File: config.mk
export PLATFORM = sky130hd
export DESIGN_NAME = i2c_wb_top
export DESIGN_NICKNAME = d
export VERILOG_FILES = /design/src/i2c_pkg.sv /design/src/i2c_bit_tick.sv /design/src/i2c_master.sv /design/src/i2c_wb_top.sv
export VERILOG_INCLUDE_DIRS = /design/src /design/src/include
export SDC_FILE = /design/constraint.sdc
export NUM_CORES = 1
export LEC_CHECK = 0
export ABC_AREA = 1
export CORE_AREA = 2 2 114 72
export DETAILED_ROUTE_END_ITERATION = 10
export DIE_AREA = 0 0 116 74
export DONT_BUFFER_PORTS = 1
export GPL_ROUTABILITY_DRIVEN = 0
export PLACE_DENSITY = 0.69
export SLEW_MARGIN = 20
export SYNTH_ARGS = -nofsm -noshare
export SYNTH_HDL_FRONTEND = slang
export SYNTH_SLANG_ARGS = --single-unit
File: constraint.sdc
create_clock -name clk_i -period 8.5 [get_ports clk_i]
set_input_delay 0 -clock clk_i [delete_from_list [all_inputs] [get_ports clk_i]]
set_output_delay 0 -clock clk_i [all_outputs]
set_load 0.01 [all_outputs]
File: src/include/i2c_consts.svh
`ifndef I2C_CONSTS_SVH
`define I2C_CONSTS_SVH

// System clock in Hz
`define I2C_CLK_FREQ 50000000

// Tick rate, twice the I2C bit rate
`define I2C_HALF_BIT_RATE 200000

// Register word addresses
`define I2C_ADR_DATA 2'd0
`define I2C_ADR_CMD 2'd1

`endif

File: src/i2c_pkg.sv
package i2c_pkg;

  // Wishbone-style request from the host
  typedef struct packed {
    logic        cyc;
    logic        stb;
    logic        we;
    logic [1:0]  adr;
    logic [3:0]  sel;
    logic [31:0] dat;
  } wb_req_t;

  typedef struct packed {
    logic [31:0] dat;
    logic        ack;
  } wb_rsp_t;

  // Lines driven by the controller
  typedef struct packed {
    logic scl;
    logic sda_out;
  } i2c_lines_t;

  typedef enum logic [1:0] {
    CMD_START = 2'd0,
    CMD_STOP  = 2'd1,
    CMD_READ  = 2'd2,
    CMD_WRITE = 2'd3
  } i2c_cmd_e;

  // Write word, view picked by the word address
  typedef union packed {
    struct packed {
      logic [15:0] unused;
      logic [7:0]  addr;
      logic [7:0]  data;
    } data_reg;
    struct packed {
      logic [29:0] unused;
      i2c_cmd_e    cmd;
    } cmd_reg;
  } reg_wdata_u;

endpackage

File: src/i2c_bit_tick.sv
`include "i2c_consts.svh"

module i2c_bit_tick #(
  parameter int CLK_FREQ  = `I2C_CLK_FREQ,
  parameter int TICK_RATE = `I2C_HALF_BIT_RATE
) (
  input  logic clk_i,
  input  logic rst_i,
  input  logic en_i,
  output logic tick_o
);

  localparam int DIV = CLK_FREQ / TICK_RATE;
  localparam int CW  = (DIV > 1) ? $clog2(DIV) : 1;

  logic [CW-1:0] cnt_q;

  // Count restarts whenever the engine is not running
  always_ff @(posedge clk_i or posedge rst_i) begin
    if (rst_i) begin
      cnt_q <= '0;
    end else if (!en_i || tick_o) begin
      cnt_q <= '0;
    end else begin
      cnt_q <= cnt_q + 1'b1;
    end
  end

  assign tick_o = (cnt_q == CW'(DIV - 1));

  // Count must already be cleared by the time the enable drops
  a_no_tick_when_off: assert property (
    @(posedge clk_i) disable iff (rst_i)
    !en_i |-> !tick_o
  );

endmodule

File: src/i2c_master.sv
`include "i2c_consts.svh"

module i2c_master #(
  parameter int CLK_FREQ  = `I2C_CLK_FREQ,
  parameter int TICK_RATE = `I2C_HALF_BIT_RATE
) (
  input  logic                clk_i,
  input  logic                rst_i,
  input  i2c_pkg::wb_req_t    req_i,
  output i2c_pkg::wb_rsp_t    rsp_o,
  input  logic                sda_i,
  output i2c_pkg::i2c_lines_t lines_o
);

  typedef enum logic [3:0] {
    ST_IDLE,
    ST_RESTART,
    ST_RESTART2,
    ST_START,
    ST_WRITE,
    ST_WRITE2,
    ST_SLAVE_ACK,
    ST_SLAVE_ACK2,
    ST_COMPLETE,
    ST_READ,
    ST_READ2,
    ST_READ_END,
    ST_STOP_PREP,
    ST_STOP,
    ST_DONE
  } state_e;

  state_e              state_q, state_d;
  logic [31:0]         result_q, result_d;
  logic [7:0]          addr_q, addr_d;
  logic [7:0]          data_q, data_d;
  logic [7:0]          tx_q, tx_d;
  logic [7:0]          rx_q, rx_d;
  logic [3:0]          bcnt_q, bcnt_d;
  i2c_pkg::i2c_lines_t lines_q, lines_d;
  i2c_pkg::reg_wdata_u wdata;
  logic                tick;
  logic                tick_en;

  assign wdata = req_i.dat;

  // No ticks needed while idle or acknowledging
  assign tick_en = (state_q != ST_IDLE) && (state_q != ST_DONE);

  i2c_bit_tick #(
    .CLK_FREQ (CLK_FREQ),
    .TICK_RATE(TICK_RATE)
  ) u_bit_tick (
    .clk_i (clk_i),
    .rst_i (rst_i),
    .en_i  (tick_en),
    .tick_o(tick)
  );

  always_ff @(posedge clk_i or posedge rst_i) begin
    if (rst_i) begin
      state_q <= ST_IDLE;
      addr_q  <= '0;
      data_q  <= '0;
      rx_q    <= '0;
      bcnt_q  <= '0;
      lines_q <= '1;
    end else begin
      state_q <= state_d;
      addr_q  <= addr_d;
      data_q  <= data_d;
      rx_q    <= rx_d;
      bcnt_q  <= bcnt_d;
      lines_q <= lines_d;
    end
  end

  always_ff @(posedge clk_i) begin
    tx_q     <= tx_d;
    result_q <= result_d;
  end

  always_comb begin
    state_d  = state_q;
    result_d = result_q;
    addr_d   = addr_q;
    data_d   = data_q;
    tx_d     = tx_q;
    rx_d     = rx_q;
    bcnt_d   = bcnt_q;
    lines_d  = lines_q;
    case (state_q)
      ST_IDLE: begin
        if (req_i.cyc && req_i.stb) begin
          state_d = ST_DONE;
          case (req_i.adr)
            `I2C_ADR_DATA: begin
              if (req_i.we) begin
                if (req_i.sel[1]) begin
                  addr_d = wdata.data_reg.addr;
                end
                if (req_i.sel[0]) begin
                  data_d = wdata.data_reg.data;
                end
              end else begin
                result_d = {16'h0, addr_q, rx_q};
              end
            end
            `I2C_ADR_CMD: begin
              if (!req_i.we) begin
                result_d = {29'h0, sda_i, lines_q.sda_out, lines_q.scl};
              end else if (req_i.sel[0]) begin
                case (wdata.cmd_reg.cmd)
                  // Clock low means a transfer is open, so restart
                  i2c_pkg::CMD_START: state_d = lines_q.scl ? ST_START : ST_RESTART;
                  i2c_pkg::CMD_STOP: begin
                    // Data must be low before the clock rises
                    if (!lines_q.scl && lines_q.sda_out) begin
                      state_d = ST_STOP_PREP;
                    end else begin
                      state_d = ST_STOP;
                    end
                  end
                  i2c_pkg::CMD_READ: begin
                    bcnt_d          = 4'd7;
                    lines_d.sda_out = 1'b1;
                    state_d         = ST_READ;
                  end
                  i2c_pkg::CMD_WRITE: begin
                    bcnt_d  = 4'd7;
                    tx_d    = data_q;
                    state_d = ST_WRITE;
                  end
                endcase
              end
            end
            default: ;
          endcase
        end
      end
      ST_RESTART: begin
        lines_d.sda_out = 1'b1;
        if (tick) begin
          state_d = ST_RESTART2;
        end
      end
      ST_RESTART2: begin
        lines_d.scl = 1'b1;
        if (tick) begin
          state_d = ST_START;
        end
      end
      ST_START: begin
        // Data falls with the clock high
        lines_d.sda_out = 1'b0;
        lines_d.scl     = 1'b1;
        if (tick) begin
          lines_d.scl = 1'b0;
          bcnt_d      = 4'd7;
          tx_d        = addr_q;
          state_d     = ST_WRITE;
        end
      end
      ST_WRITE: begin
        lines_d.sda_out = tx_q[bcnt_q[2:0]];
        if (tick) begin
          lines_d.scl = 1'b1;
          state_d     = ST_WRITE2;
        end
      end
      ST_WRITE2: begin
        if (tick) begin
          lines_d.scl = 1'b0;
          if (bcnt_q != 4'd0) begin
            bcnt_d  = bcnt_q - 4'd1;
            state_d = ST_WRITE;
          end else begin
            state_d = ST_SLAVE_ACK;
          end
        end
      end
      ST_SLAVE_ACK: begin
        // Release data for the target's acknowledge
        lines_d.sda_out = 1'b1;
        if (tick) begin
          lines_d.scl = 1'b1;
          state_d     = ST_SLAVE_ACK2;
        end
      end
      ST_SLAVE_ACK2: begin
        if (tick) begin
          lines_d.scl = 1'b0;
          state_d     = ST_COMPLETE;
        end
      end
      ST_COMPLETE: begin
        if (tick) begin
          lines_d.sda_out = 1'b0;
          state_d         = ST_DONE;
        end
      end
      ST_READ: begin
        if (tick) begin
          lines_d.scl = 1'b1;
          state_d     = ST_READ2;
        end
      end
      ST_READ2: begin
        if (tick) begin
          lines_d.scl = 1'b0;
          rx_d        = {rx_q[6:0], sda_i};
          if (bcnt_q != 4'd0) begin
            bcnt_d  = bcnt_q - 4'd1;
            state_d = ST_READ;
          end else begin
            state_d = ST_READ_END;
          end
        end
      end
      // No master acknowledge, data stays released
      ST_READ_END: state_d = ST_DONE;
      ST_STOP_PREP: begin
        lines_d.sda_out = 1'b0;
        if (tick) begin
          state_d = ST_STOP;
        end
      end
      ST_STOP: begin
        lines_d.scl = 1'b1;
        if (tick) begin
          lines_d.sda_out = 1'b1;
          state_d         = ST_DONE;
        end
      end
      ST_DONE: state_d = ST_IDLE;
      default: state_d = ST_IDLE;
    endcase
  end

  assign rsp_o.dat = result_q;
  assign rsp_o.ack = (state_q == ST_DONE);
  assign lines_o   = lines_q;

  a_ack_single: assert property (
    @(posedge clk_i) disable iff (rst_i)
    rsp_o.ack |=> !rsp_o.ack
  );

  a_bcnt_range: assert property (
    @(posedge clk_i) disable iff (rst_i)
    bcnt_q <= 4'd7
  );

  // Data edges under a high clock are start or stop conditions
  a_sda_stable: assert property (
    @(posedge clk_i) disable iff (rst_i)
    (lines_q.scl && $past(lines_q.scl) && (lines_q.sda_out != $past(lines_q.sda_out)))
      |-> ($past(state_q) inside {ST_START, ST_STOP, ST_RESTART})
  );

endmodule

File: src/i2c_wb_top.sv
`include "i2c_consts.svh"

module i2c_wb_top #(
  parameter int CLK_FREQ  = `I2C_CLK_FREQ,
  parameter int TICK_RATE = `I2C_HALF_BIT_RATE
) (
  input  logic                clk_i,
  input  logic                rst_i,
  input  i2c_pkg::wb_req_t    wb_req_i,
  output i2c_pkg::wb_rsp_t    wb_rsp_o,
  input  logic                sda_i,
  output i2c_pkg::i2c_lines_t lines_o
);

  i2c_pkg::wb_rsp_t    rsp;
  i2c_pkg::i2c_lines_t lines;

  i2c_master #(
    .CLK_FREQ (CLK_FREQ),
    .TICK_RATE(TICK_RATE)
  ) u_master (
    .clk_i  (clk_i),
    .rst_i  (rst_i),
    .req_i  (wb_req_i),
    .rsp_o  (rsp),
    .sda_i  (sda_i),
    .lines_o(lines)
  );

  // Host side and pin side
  assign wb_rsp_o = rsp;
  assign lines_o  = lines;

endmodule

==> results of run 1 <==
==> path summary, 6_finish.rpt <==
kind                                startpoint                  end  cells after the start
max reg2reg                u_master.state_q[0]     u_master.tx_q[1]                      7
min reg2reg                   u_master.rx_q[5]     u_master.rx_q[5]                      2
min                                wb_req_i[0]  u_master.state_q[0]                      6
max                        u_master.state_q[0]     u_master.tx_q[1]                      7
min in group asynchronous                rst_i     u_master.rx_q[5]                      3
max in group asynchronous                rst_i   u_master.data_q[7]                      3
==> synthesized netlist by cell type (all sizes together) (5+ instances only) <==
cell	n	area, µm²
a21oi	7	35.03
buf	23	175.2
dfrtp	40	1001
edfxtp	24	720.7
ha	8	100.1
inv	78	292.8
nand2	141	556.8
nand3	31	177.7
nor2	57	264.0
nor3	5	36.29
o21ai	40	200.2
==> metal layers <==
metal	part of all wire	global-route usage	vias to the layer above	routed length, µm
met4	0.0090	0.05291	0	68
met1	0.51	0.2768	1323	3829
met5	0	0	-	0
met3	0.077	0.07498	9	580
met2	0.41	0.2781	98	3084
li1	-	-	1474	-
==> worst max-delay path, cell delays in order (launching register included) <==
cell,delay [ns]
sky130_fd_sc_hd__dfrtp_1,0.47
sky130_fd_sc_hd__nand2_1,0.15
sky130_fd_sc_hd__inv_1,0.09
sky130_fd_sc_hd__nand2_1,0.43
sky130_fd_sc_hd__inv_1,0.12
sky130_fd_sc_hd__nand2_1,0.11
sky130_fd_sc_hd__nand3_1,0.07
sky130_fd_sc_hd__a21oi_1,0.57
==> logic make-up (layout without fill, tap and decap cells) <==
kind of cell | after synthesis | after routing | synth area share
compound gates | 50 | 50 | 0.07010
fa+ha+maj | 8 | 8 | 0.02709
flops | 66 | 66 | 0.4802
buf+inv | 101 | 115 | 0.1266
xor+xnor | 4 | 4 | 0.009484
other cells | 1 | 16 | 0.001015
simple gates | 237 | 237 | 0.2855
==> final cells by class <==
| class | count | area [µm²] |
|---|---|---|
| tap | 108 | 135.1 |
| inverter | 78 | 292.8 |
| clock inverter | 5 | 53.80 |
| clock buffer | 11 | 242.7 |
| fill | 684 | 3351 |
| multi-input combinational | 315 | 1515 |
| sequential | 66 | 1774 |
| timing repair buffer | 21 | 205.2 |
==> where the power goes <==
group          internal (mW)  switching, mW
Clock                  0.233          0.127
Combinational          0.167          0.319
Sequential             0.405         0.0664
==> registers in the layout (all words and copies together), names as in the netlist <==
register / count
u_master.tx_q: 8
u_master.bcnt_q: 4
u_master.data_q: 8
u_master.rx_q: 8
u_master.lines_o: 2
u_master.addr_q: 8
u_master.state_q: 4
u_master.u_bit_tick.cnt_q: 8
u_master.result_q: 16
==> through the flow <==
| step | total power [mW] | util | std cells | worst slack, ns | instance area [µm²] |
|---|---|---|---|---|---|
| global placement | 0.9359 | 0.4931 | 569 | 6.149 | 3732 |
| floorplan | 0.8517 | - | 482 | 5.692 | 3751 |
| global route | 1.419 | 0.5574 | 604 | 5.834 | 4219 |
| detailed placement | 0.9478 | 0.4931 | 569 | 6.101 | 3732 |
| CTS | 1.322 | 0.5574 | 604 | 6.079 | 4219 |
| finish | 1.318 | 0.5574 | 604 | 6.115 | 4219 |
==> flow_results.xml, run 1 <==
<?xml version="1.0" encoding="UTF-8"?>
<metrics>
  <group name="worst_setup_path">
    <metric name="worst_ep_arrival_time" unit="ns">2.34</metric>
    <metric name="required" unit="ns">8.45</metric>
    <metric name="timing.setup.critical_path_class" unit="">flop to flop</metric>
    <metric name="crit_path_max_fanout" unit="">21</metric>
    <metric name="critical_path.startpoint_type" unit="">flop</metric>
    <metric name="r2r_slack" unit="ns">6.11</metric>
    <metric name="critical_path_sink_type" unit="">flop</metric>
  </group>
  <group name="clock_tree">
    <metric name="clk_pin_slew" unit="ns">0.05</metric>
    <metric name="postCtsSetupBuffers" unit="">0</metric>
    <metric name="cts.htree.levels" unit="">3</metric>
    <metric name="worst_skew_pair.late_latency" unit="ns">0.33</metric>
    <metric name="tritoncts_num_sinks" unit="">66</metric>
    <metric name="cts_repair_resize_count" unit="">0</metric>
    <metric name="ctsLongestPathBuffers" unit="">2</metric>
    <metric name="cts_tree" unit="">done</metric>
    <metric name="tritoncts.num_buffers" unit="">9</metric>
    <metric name="cts_root_buf" unit="">sky130_fd_sc_hd__clkbuf_16</metric>
    <metric name="postCtsHoldBufs" unit="">19</metric>
  </group>
  <group name="logic_synthesis">
    <metric name="post_synth_num_cell_types" unit="">33</metric>
    <metric name="synth_seq_cells" unit="">66</metric>
    <metric name="synth-edff-count" unit="">24</metric>
    <metric name="postSynthAreaPerCell" unit="µm²">7.912</metric>
    <metric name="ys.warnings.count" unit="">0</metric>
    <metric name="synth_seq_area_share" unit="">0.4802</metric>
    <metric name="netlist_area" unit="µm²">3695</metric>
    <metric name="synthesis.instances" unit="">467</metric>
    <metric name="synth_async_sr_flop_share" unit="">0.6364</metric>
    <metric name="postSynth.topFlopCell" unit="">sky130_fd_sc_hd__dfrtp_1</metric>
  </group>
  <group name="floorplan">
    <metric name="die_w" unit="µm">116</metric>
    <metric name="core-area" unit="µm²">7570</metric>
    <metric name="starting_density_of_the_core" unit="">0.4881</metric>
    <metric name="dieArea" unit="µm²">8584</metric>
    <metric name="ioPinCount" unit="">79</metric>
    <metric name="chip_height" unit="µm">74</metric>
    <metric name="num_rows" unit="">25</metric>
  </group>
  <group name="power">
    <metric name="power.ir.vdd_worst" unit="µV">124.9</metric>
    <metric name="total_leakage_power" unit="nW">2.060</metric>
    <metric name="power-per-cell-area" unit="nW/µm²">312.4</metric>
  </group>
  <group name="place">
    <metric name="io_buffer_count" unit="">0</metric>
    <metric name="hpwlAfterDp" unit="mm">5.416</metric>
  </group>
  <group name="sta">
    <metric name="hold-worst-slack" unit="ns">0.04282</metric>
    <metric name="max_slew_margin" unit="">0.5209</metric>
    <metric name="worst-slew-pin-transition" unit="ns">0.7187</metric>
    <metric name="finalSetupViolations" unit="">0</metric>
    <metric name="total_count_of_hold_check_failures_in_the_final_report" unit="">0</metric>
    <metric name="period_share" unit="">0.2806</metric>
    <metric name="setup_total_negative_slack" unit="ns">0</metric>
    <metric name="timing_max_transition_violations_final" unit="">0</metric>
    <metric name="post_route_minimum_period" unit="ns">2.385</metric>
    <metric name="fin_skew" unit="ns">0.007594</metric>
    <metric name="fmax" unit="MHz">419.3</metric>
    <metric name="grt_setup_unrepaired" unit="">false</metric>
  </group>
  <group name="run">
    <metric name="timing.max_cap.violations" unit="">0</metric>
  </group>
  <group name="routing">
    <metric name="drt-initial-drc-count" unit="">316</metric>
    <metric name="via_count" unit="">2904</metric>
    <metric name="wire_per_inst" unit="µm">12.52</metric>
    <metric name="totalWireLength" unit="mm">7.562</metric>
    <metric name="drt_drc_violations_left" unit="">0</metric>
    <metric name="avgViaCountPerCell" unit="">4.808</metric>
    <metric name="pre_antenna_drt_iters" unit="">5</metric>
    <metric name="antenna_left" unit="">0</metric>
  </group>
  <group name="finish">
    <metric name="final_net_count" unit="">543</metric>
    <metric name="area_growth_syn_to_layout" unit="%">14.19</metric>
    <metric name="drive_gt1_frac" unit="">0.09476</metric>
    <metric name="antennaDiodeCount" unit="">0</metric>
    <metric name="most-common-layout-cells" unit="">sky130_fd_sc_hd__nand2_1, sky130_fd_sc_hd__inv_1, sky130_fd_sc_hd__nor2_1, sky130_fd_sc_hd__dfrtp_1, sky130_fd_sc_hd__nand3_1</metric>
    <metric name="final_common_cell" unit="">sky130_fd_sc_hd__nand2_1</metric>
  </group>
  <group name="global_routing">
    <metric name="wire_length_of_the_first_global_routing_pass" unit="mm">12.68</metric>
    <metric name="via_count_of_the_first_global_routing_pass" unit="">2692</metric>
    <metric name="antenna_found_initial" unit="">0</metric>
    <metric name="grt_util_all_layers" unit="">0.1940</metric>
    <metric name="global_route_total_overflow" unit="">0</metric>
    <metric name="grt_max_degree" unit="">43</metric>
  </group>
  <group name="worst_hold_path">
    <metric name="hold_path_class" unit="">input pin to flop</metric>
  </group>
  <group name="run_status">
    <metric name="outcome" unit="">completed</metric>
  </group>
</metrics>
No activity file was read; power rests on OpenSTA's default activity.
==> run 2: changes to the inputs <==
--- a/config.mk
+++ b/config.mk
@@ -12,7 +12,7 @@
 export DIE_AREA = 0 0 116 74
 export DONT_BUFFER_PORTS = 1
 export GPL_ROUTABILITY_DRIVEN = 0
-export PLACE_DENSITY = 0.69
+export PLACE_DENSITY = 0.72
 export SLEW_MARGIN = 20
 export SYNTH_ARGS = -nofsm -noshare
 export SYNTH_HDL_FRONTEND = slang
==> constraint.sdc (replaced) <==
create_clock -name clk_i -period 2.1 [get_ports clk_i]
set_input_delay 0 -clock clk_i [delete_from_list [all_inputs] [get_ports clk_i]]
set_output_delay 0 -clock clk_i [all_outputs]
set_load 0.01 [all_outputs]
==> run 2 against run 1 <==
  * Die area is the same
  * Clock power grew to 3.8 times the previous value
  * Via count grew 0.65%
  * Wire length grew 0.70%
  * Fmax grew 26%
  * Setup slack lost 5.9 ns
  * Cell count grew 0.50%
  * Sequential power grew to 4.0 times the previous value
  * Utilization grew 0.066 points
  * Hold slack gained 0.0019 ns
  * Largest cell class unchanged
==> flow_results.xml, run 2 (same netlist as run 1, synthesis figures left out) <==
<?xml version="1.0" encoding="UTF-8"?>
<metrics>
  <group name="power">
    <metric name="power.share.clock" unit="">0.257</metric>
    <metric name="power.ir.vdd_worst" unit="µV">516.3</metric>
    <metric name="comb_power_share" unit="">0.380</metric>
    <metric name="intPower" unit="mW">3.149</metric>
    <metric name="power_switching_share" unit="">0.4006</metric>
    <metric name="p_total" unit="mW">5.254</metric>
    <metric name="net-switching-power" unit="mW">2.105</metric>
    <metric name="power.sequential.fraction" unit="">0.363</metric>
    <metric name="total_leakage_power" unit="nW">2.060</metric>
    <metric name="power-per-cell-area" unit="nW/µm²">1244</metric>
  </group>
  <group name="global_routing">
    <metric name="global_route.peak_usage_layer" unit="">met2</metric>
    <metric name="global_route_total_overflow" unit="">0</metric>
    <metric name="global_route.usage.met2" unit="">0.2917</metric>
    <metric name="grt_util_all_layers" unit="">0.1968</metric>
    <metric name="wire_length_of_the_first_global_routing_pass" unit="mm">12.79</metric>
    <metric name="grt_util_met3" unit="">0.07172</metric>
    <metric name="via_count_of_the_first_global_routing_pass" unit="">2734</metric>
    <metric name="antenna_found_initial" unit="">0</metric>
    <metric name="grt_util_met1" unit="">0.2769</metric>
    <metric name="grt_max_degree" unit="">43</metric>
  </group>
  <group name="place">
    <metric name="hpwlAfterDp" unit="mm">5.440</metric>
    <metric name="io_buffer_count" unit="">0</metric>
    <metric name="numPlacedInstances" unit="">573</metric>
    <metric name="preCtsSetupSlack" unit="ns">0.2030</metric>
  </group>
  <group name="routing">
    <metric name="antenna_left" unit="">0</metric>
    <metric name="drt-initial-drc-count" unit="">389</metric>
    <metric name="totalWireLength" unit="mm">7.615</metric>
    <metric name="via_count" unit="">2923</metric>
    <metric name="drt_drc_violations_left" unit="">0</metric>
    <metric name="pre_antenna_drt_iters" unit="">5</metric>
    <metric name="avgViaCountPerCell" unit="">4.815</metric>
    <metric name="wire_per_inst" unit="µm">12.55</metric>
  </group>
  <group name="finish">
    <metric name="final_core_util" unit="">0.5580</metric>
    <metric name="final_net_count" unit="">546</metric>
    <metric name="area_growth_syn_to_layout" unit="%">14.32</metric>
    <metric name="final_common_cell" unit="">sky130_fd_sc_hd__nand2_1</metric>
    <metric name="flip_flop_count_of_the_largest_register_all_copies_and_words_added" unit="">16</metric>
    <metric name="most-common-layout-cells" unit="">sky130_fd_sc_hd__nand2_1, sky130_fd_sc_hd__inv_1, sky130_fd_sc_hd__nor2_1, sky130_fd_sc_hd__dfrtp_1, sky130_fd_sc_hd__nand3_1</metric>
    <metric name="antennaDiodeCount" unit="">0</metric>
    <metric name="register_containing_the_most_flip_flops_in_the_final_layout" unit="">u_master.result_q</metric>
    <metric name="final_cells" unit="">607</metric>
    <metric name="drive_gt1_frac" unit="">0.1022</metric>
  </group>
  <group name="clock_tree">
    <metric name="ctsLongestPathBuffers" unit="">2</metric>
    <metric name="clk_pin_slew" unit="ns">0.05</metric>
    <metric name="cts_tree" unit="">done</metric>
    <metric name="cts_repair_resize_count" unit="">0</metric>
    <metric name="cts.htree.levels" unit="">3</metric>
    <metric name="tritoncts_num_sinks" unit="">66</metric>
    <metric name="tritoncts.num_buffers" unit="">9</metric>
    <metric name="cts_root_buf" unit="">sky130_fd_sc_hd__clkbuf_16</metric>
    <metric name="worst_skew_pair.late_latency" unit="ns">0.33</metric>
    <metric name="postCtsSetupBuffers" unit="">0</metric>
  </group>
  <group name="sta">
    <metric name="timing_max_transition_violations_final" unit="">0</metric>
    <metric name="post_route_minimum_period" unit="ns">1.896</metric>
    <metric name="worst-slew-pin-transition" unit="ns">0.5425</metric>
    <metric name="setup_total_negative_slack" unit="ns">0</metric>
    <metric name="grt_setup_unrepaired" unit="">false</metric>
    <metric name="final_critical_path_setup_slack" unit="ns">0.2041</metric>
    <metric name="max_slew_margin" unit="">0.6383</metric>
    <metric name="total_count_of_hold_check_failures_in_the_final_report" unit="">0</metric>
    <metric name="finalSetupViolations" unit="">0</metric>
    <metric name="period_share" unit="">0.9028</metric>
    <metric name="fmax" unit="MHz">527.4</metric>
    <metric name="fin_skew" unit="ns">0.004072</metric>
  </group>
  <group name="worst_setup_path">
    <metric name="critical_path.startpoint_type" unit="">flop</metric>
    <metric name="worst_ep_arrival_time" unit="ns">1.94</metric>
    <metric name="critical_path_sink_type" unit="">flop</metric>
    <metric name="crit_path_max_fanout" unit="">8</metric>
    <metric name="timing.setup.critical_path_class" unit="">flop to flop</metric>
    <metric name="worst-r2r-cell-count" unit="">9</metric>
    <metric name="required" unit="ns">2.14</metric>
  </group>
  <group name="worst_hold_path">
    <metric name="hold_path_class" unit="">input pin to flop</metric>
    <metric name="hold_depth" unit="">6</metric>
  </group>
  <group name="floorplan">
    <metric name="core-area" unit="µm²">7570</metric>
    <metric name="die_w" unit="µm">116</metric>
    <metric name="num_rows" unit="">25</metric>
    <metric name="ioPinCount" unit="">79</metric>
    <metric name="chip_height" unit="µm">74</metric>
    <metric name="dieArea" unit="µm²">8584</metric>
    <metric name="starting_density_of_the_core" unit="">0.4881</metric>
  </group>
  <group name="run">
    <metric name="timing.max_cap.violations" unit="">0</metric>
  </group>
  <group name="run_status">
    <metric name="outcome" unit="">completed</metric>
  </group>
</metrics>
run 2: cell types whose count changed in the layout (fill, tap and decap cells not counted), sizes merged:
cell / previous run / this run
buf: 2 / 6
bufinv: 1 / 0
clkinv: 4 / 3
clkinvlp: 0 / 2
dlygate4sd3: 19 / 18
run 2: metrics by stage:
| step | hold slack (ns) | area [µm²] |
|---|---|---|
| global route | 0.08298 | 4224 |
| finish | 0.04475 | 4224 |
| detailed placement | 0.07172 | 3771 |
| floorplan | 0.1184 | 3766 |
| CTS | 0.03512 | 4224 |
| global placement | 0.06357 | 3771 |
run 2: what timing repair did:
action / in CTS / in global routing
endpoints found under the setup margin: 0 / 0
hold endpoints to repair: 59 / 0
hold buffers: 18 / 0
run 2: area by class of cell:
cell class	count	area, µm²
Timing Repair Buffer	24	225.2
Clock inverter	5	30.03
Fill cell	719	3346
Clock buffer	11	242.7
Inverter	78	292.8
Sequential cell	66	1774
Tap cell	108	135.1
Multi-Input combinational cell	315	1524
run 2: final timing paths:
kind                                               from                           end  slack [ns]
max                        u_master.u_bit_tick.cnt_q[1]              u_master.tx_q[4]        0.20
min                                         wb_req_i[0]           u_master.state_q[0]        0.04
max reg2reg                u_master.u_bit_tick.cnt_q[1]              u_master.tx_q[4]        0.20
min reg2reg                            u_master.rx_q[4]              u_master.rx_q[4]        0.49
max in group asynchronous                         rst_i            u_master.data_q[7]        1.47
min in group asynchronous                         rst_i  u_master.u_bit_tick.cnt_q[5]        0.25
run 2: critical path, cell delays in order (launching register included):
cell                      delay, ns
sky130_fd_sc_hd__dfrtp_1       0.40
sky130_fd_sc_hd__inv_1         0.07
sky130_fd_sc_hd__ha_1          0.13
sky130_fd_sc_hd__nand2_1       0.04
sky130_fd_sc_hd__nor2_1        0.31
sky130_fd_sc_hd__nand2_2       0.13
sky130_fd_sc_hd__nand2_1       0.13
sky130_fd_sc_hd__nand3_1       0.08
sky130_fd_sc_hd__a21oi_1       0.13
sky130_fd_sc_hd__buf_4         0.18
run 2: routing by layer:
metal	vias to the layer above	wire length, µm
li1	1479	-
met1	1340	3735
met2	98	3240
met3	6	583
met4	0	56
met5	-	0
run 2: power by group through the flow:
stage | sequential (mW) | clock (mW) | combinational [mW]
2_1_floorplan | 1.84 | 0 | 1.62
5_1_grt | 1.95 | 1.44 | 2.28
3_3_place_gp | 1.92 | 0 | 1.89
3_5_place_dp | 1.93 | 0 | 1.94
6_report | 1.91 | 1.35 | 2.00
4_1_cts | 1.91 | 1.38 | 1.98
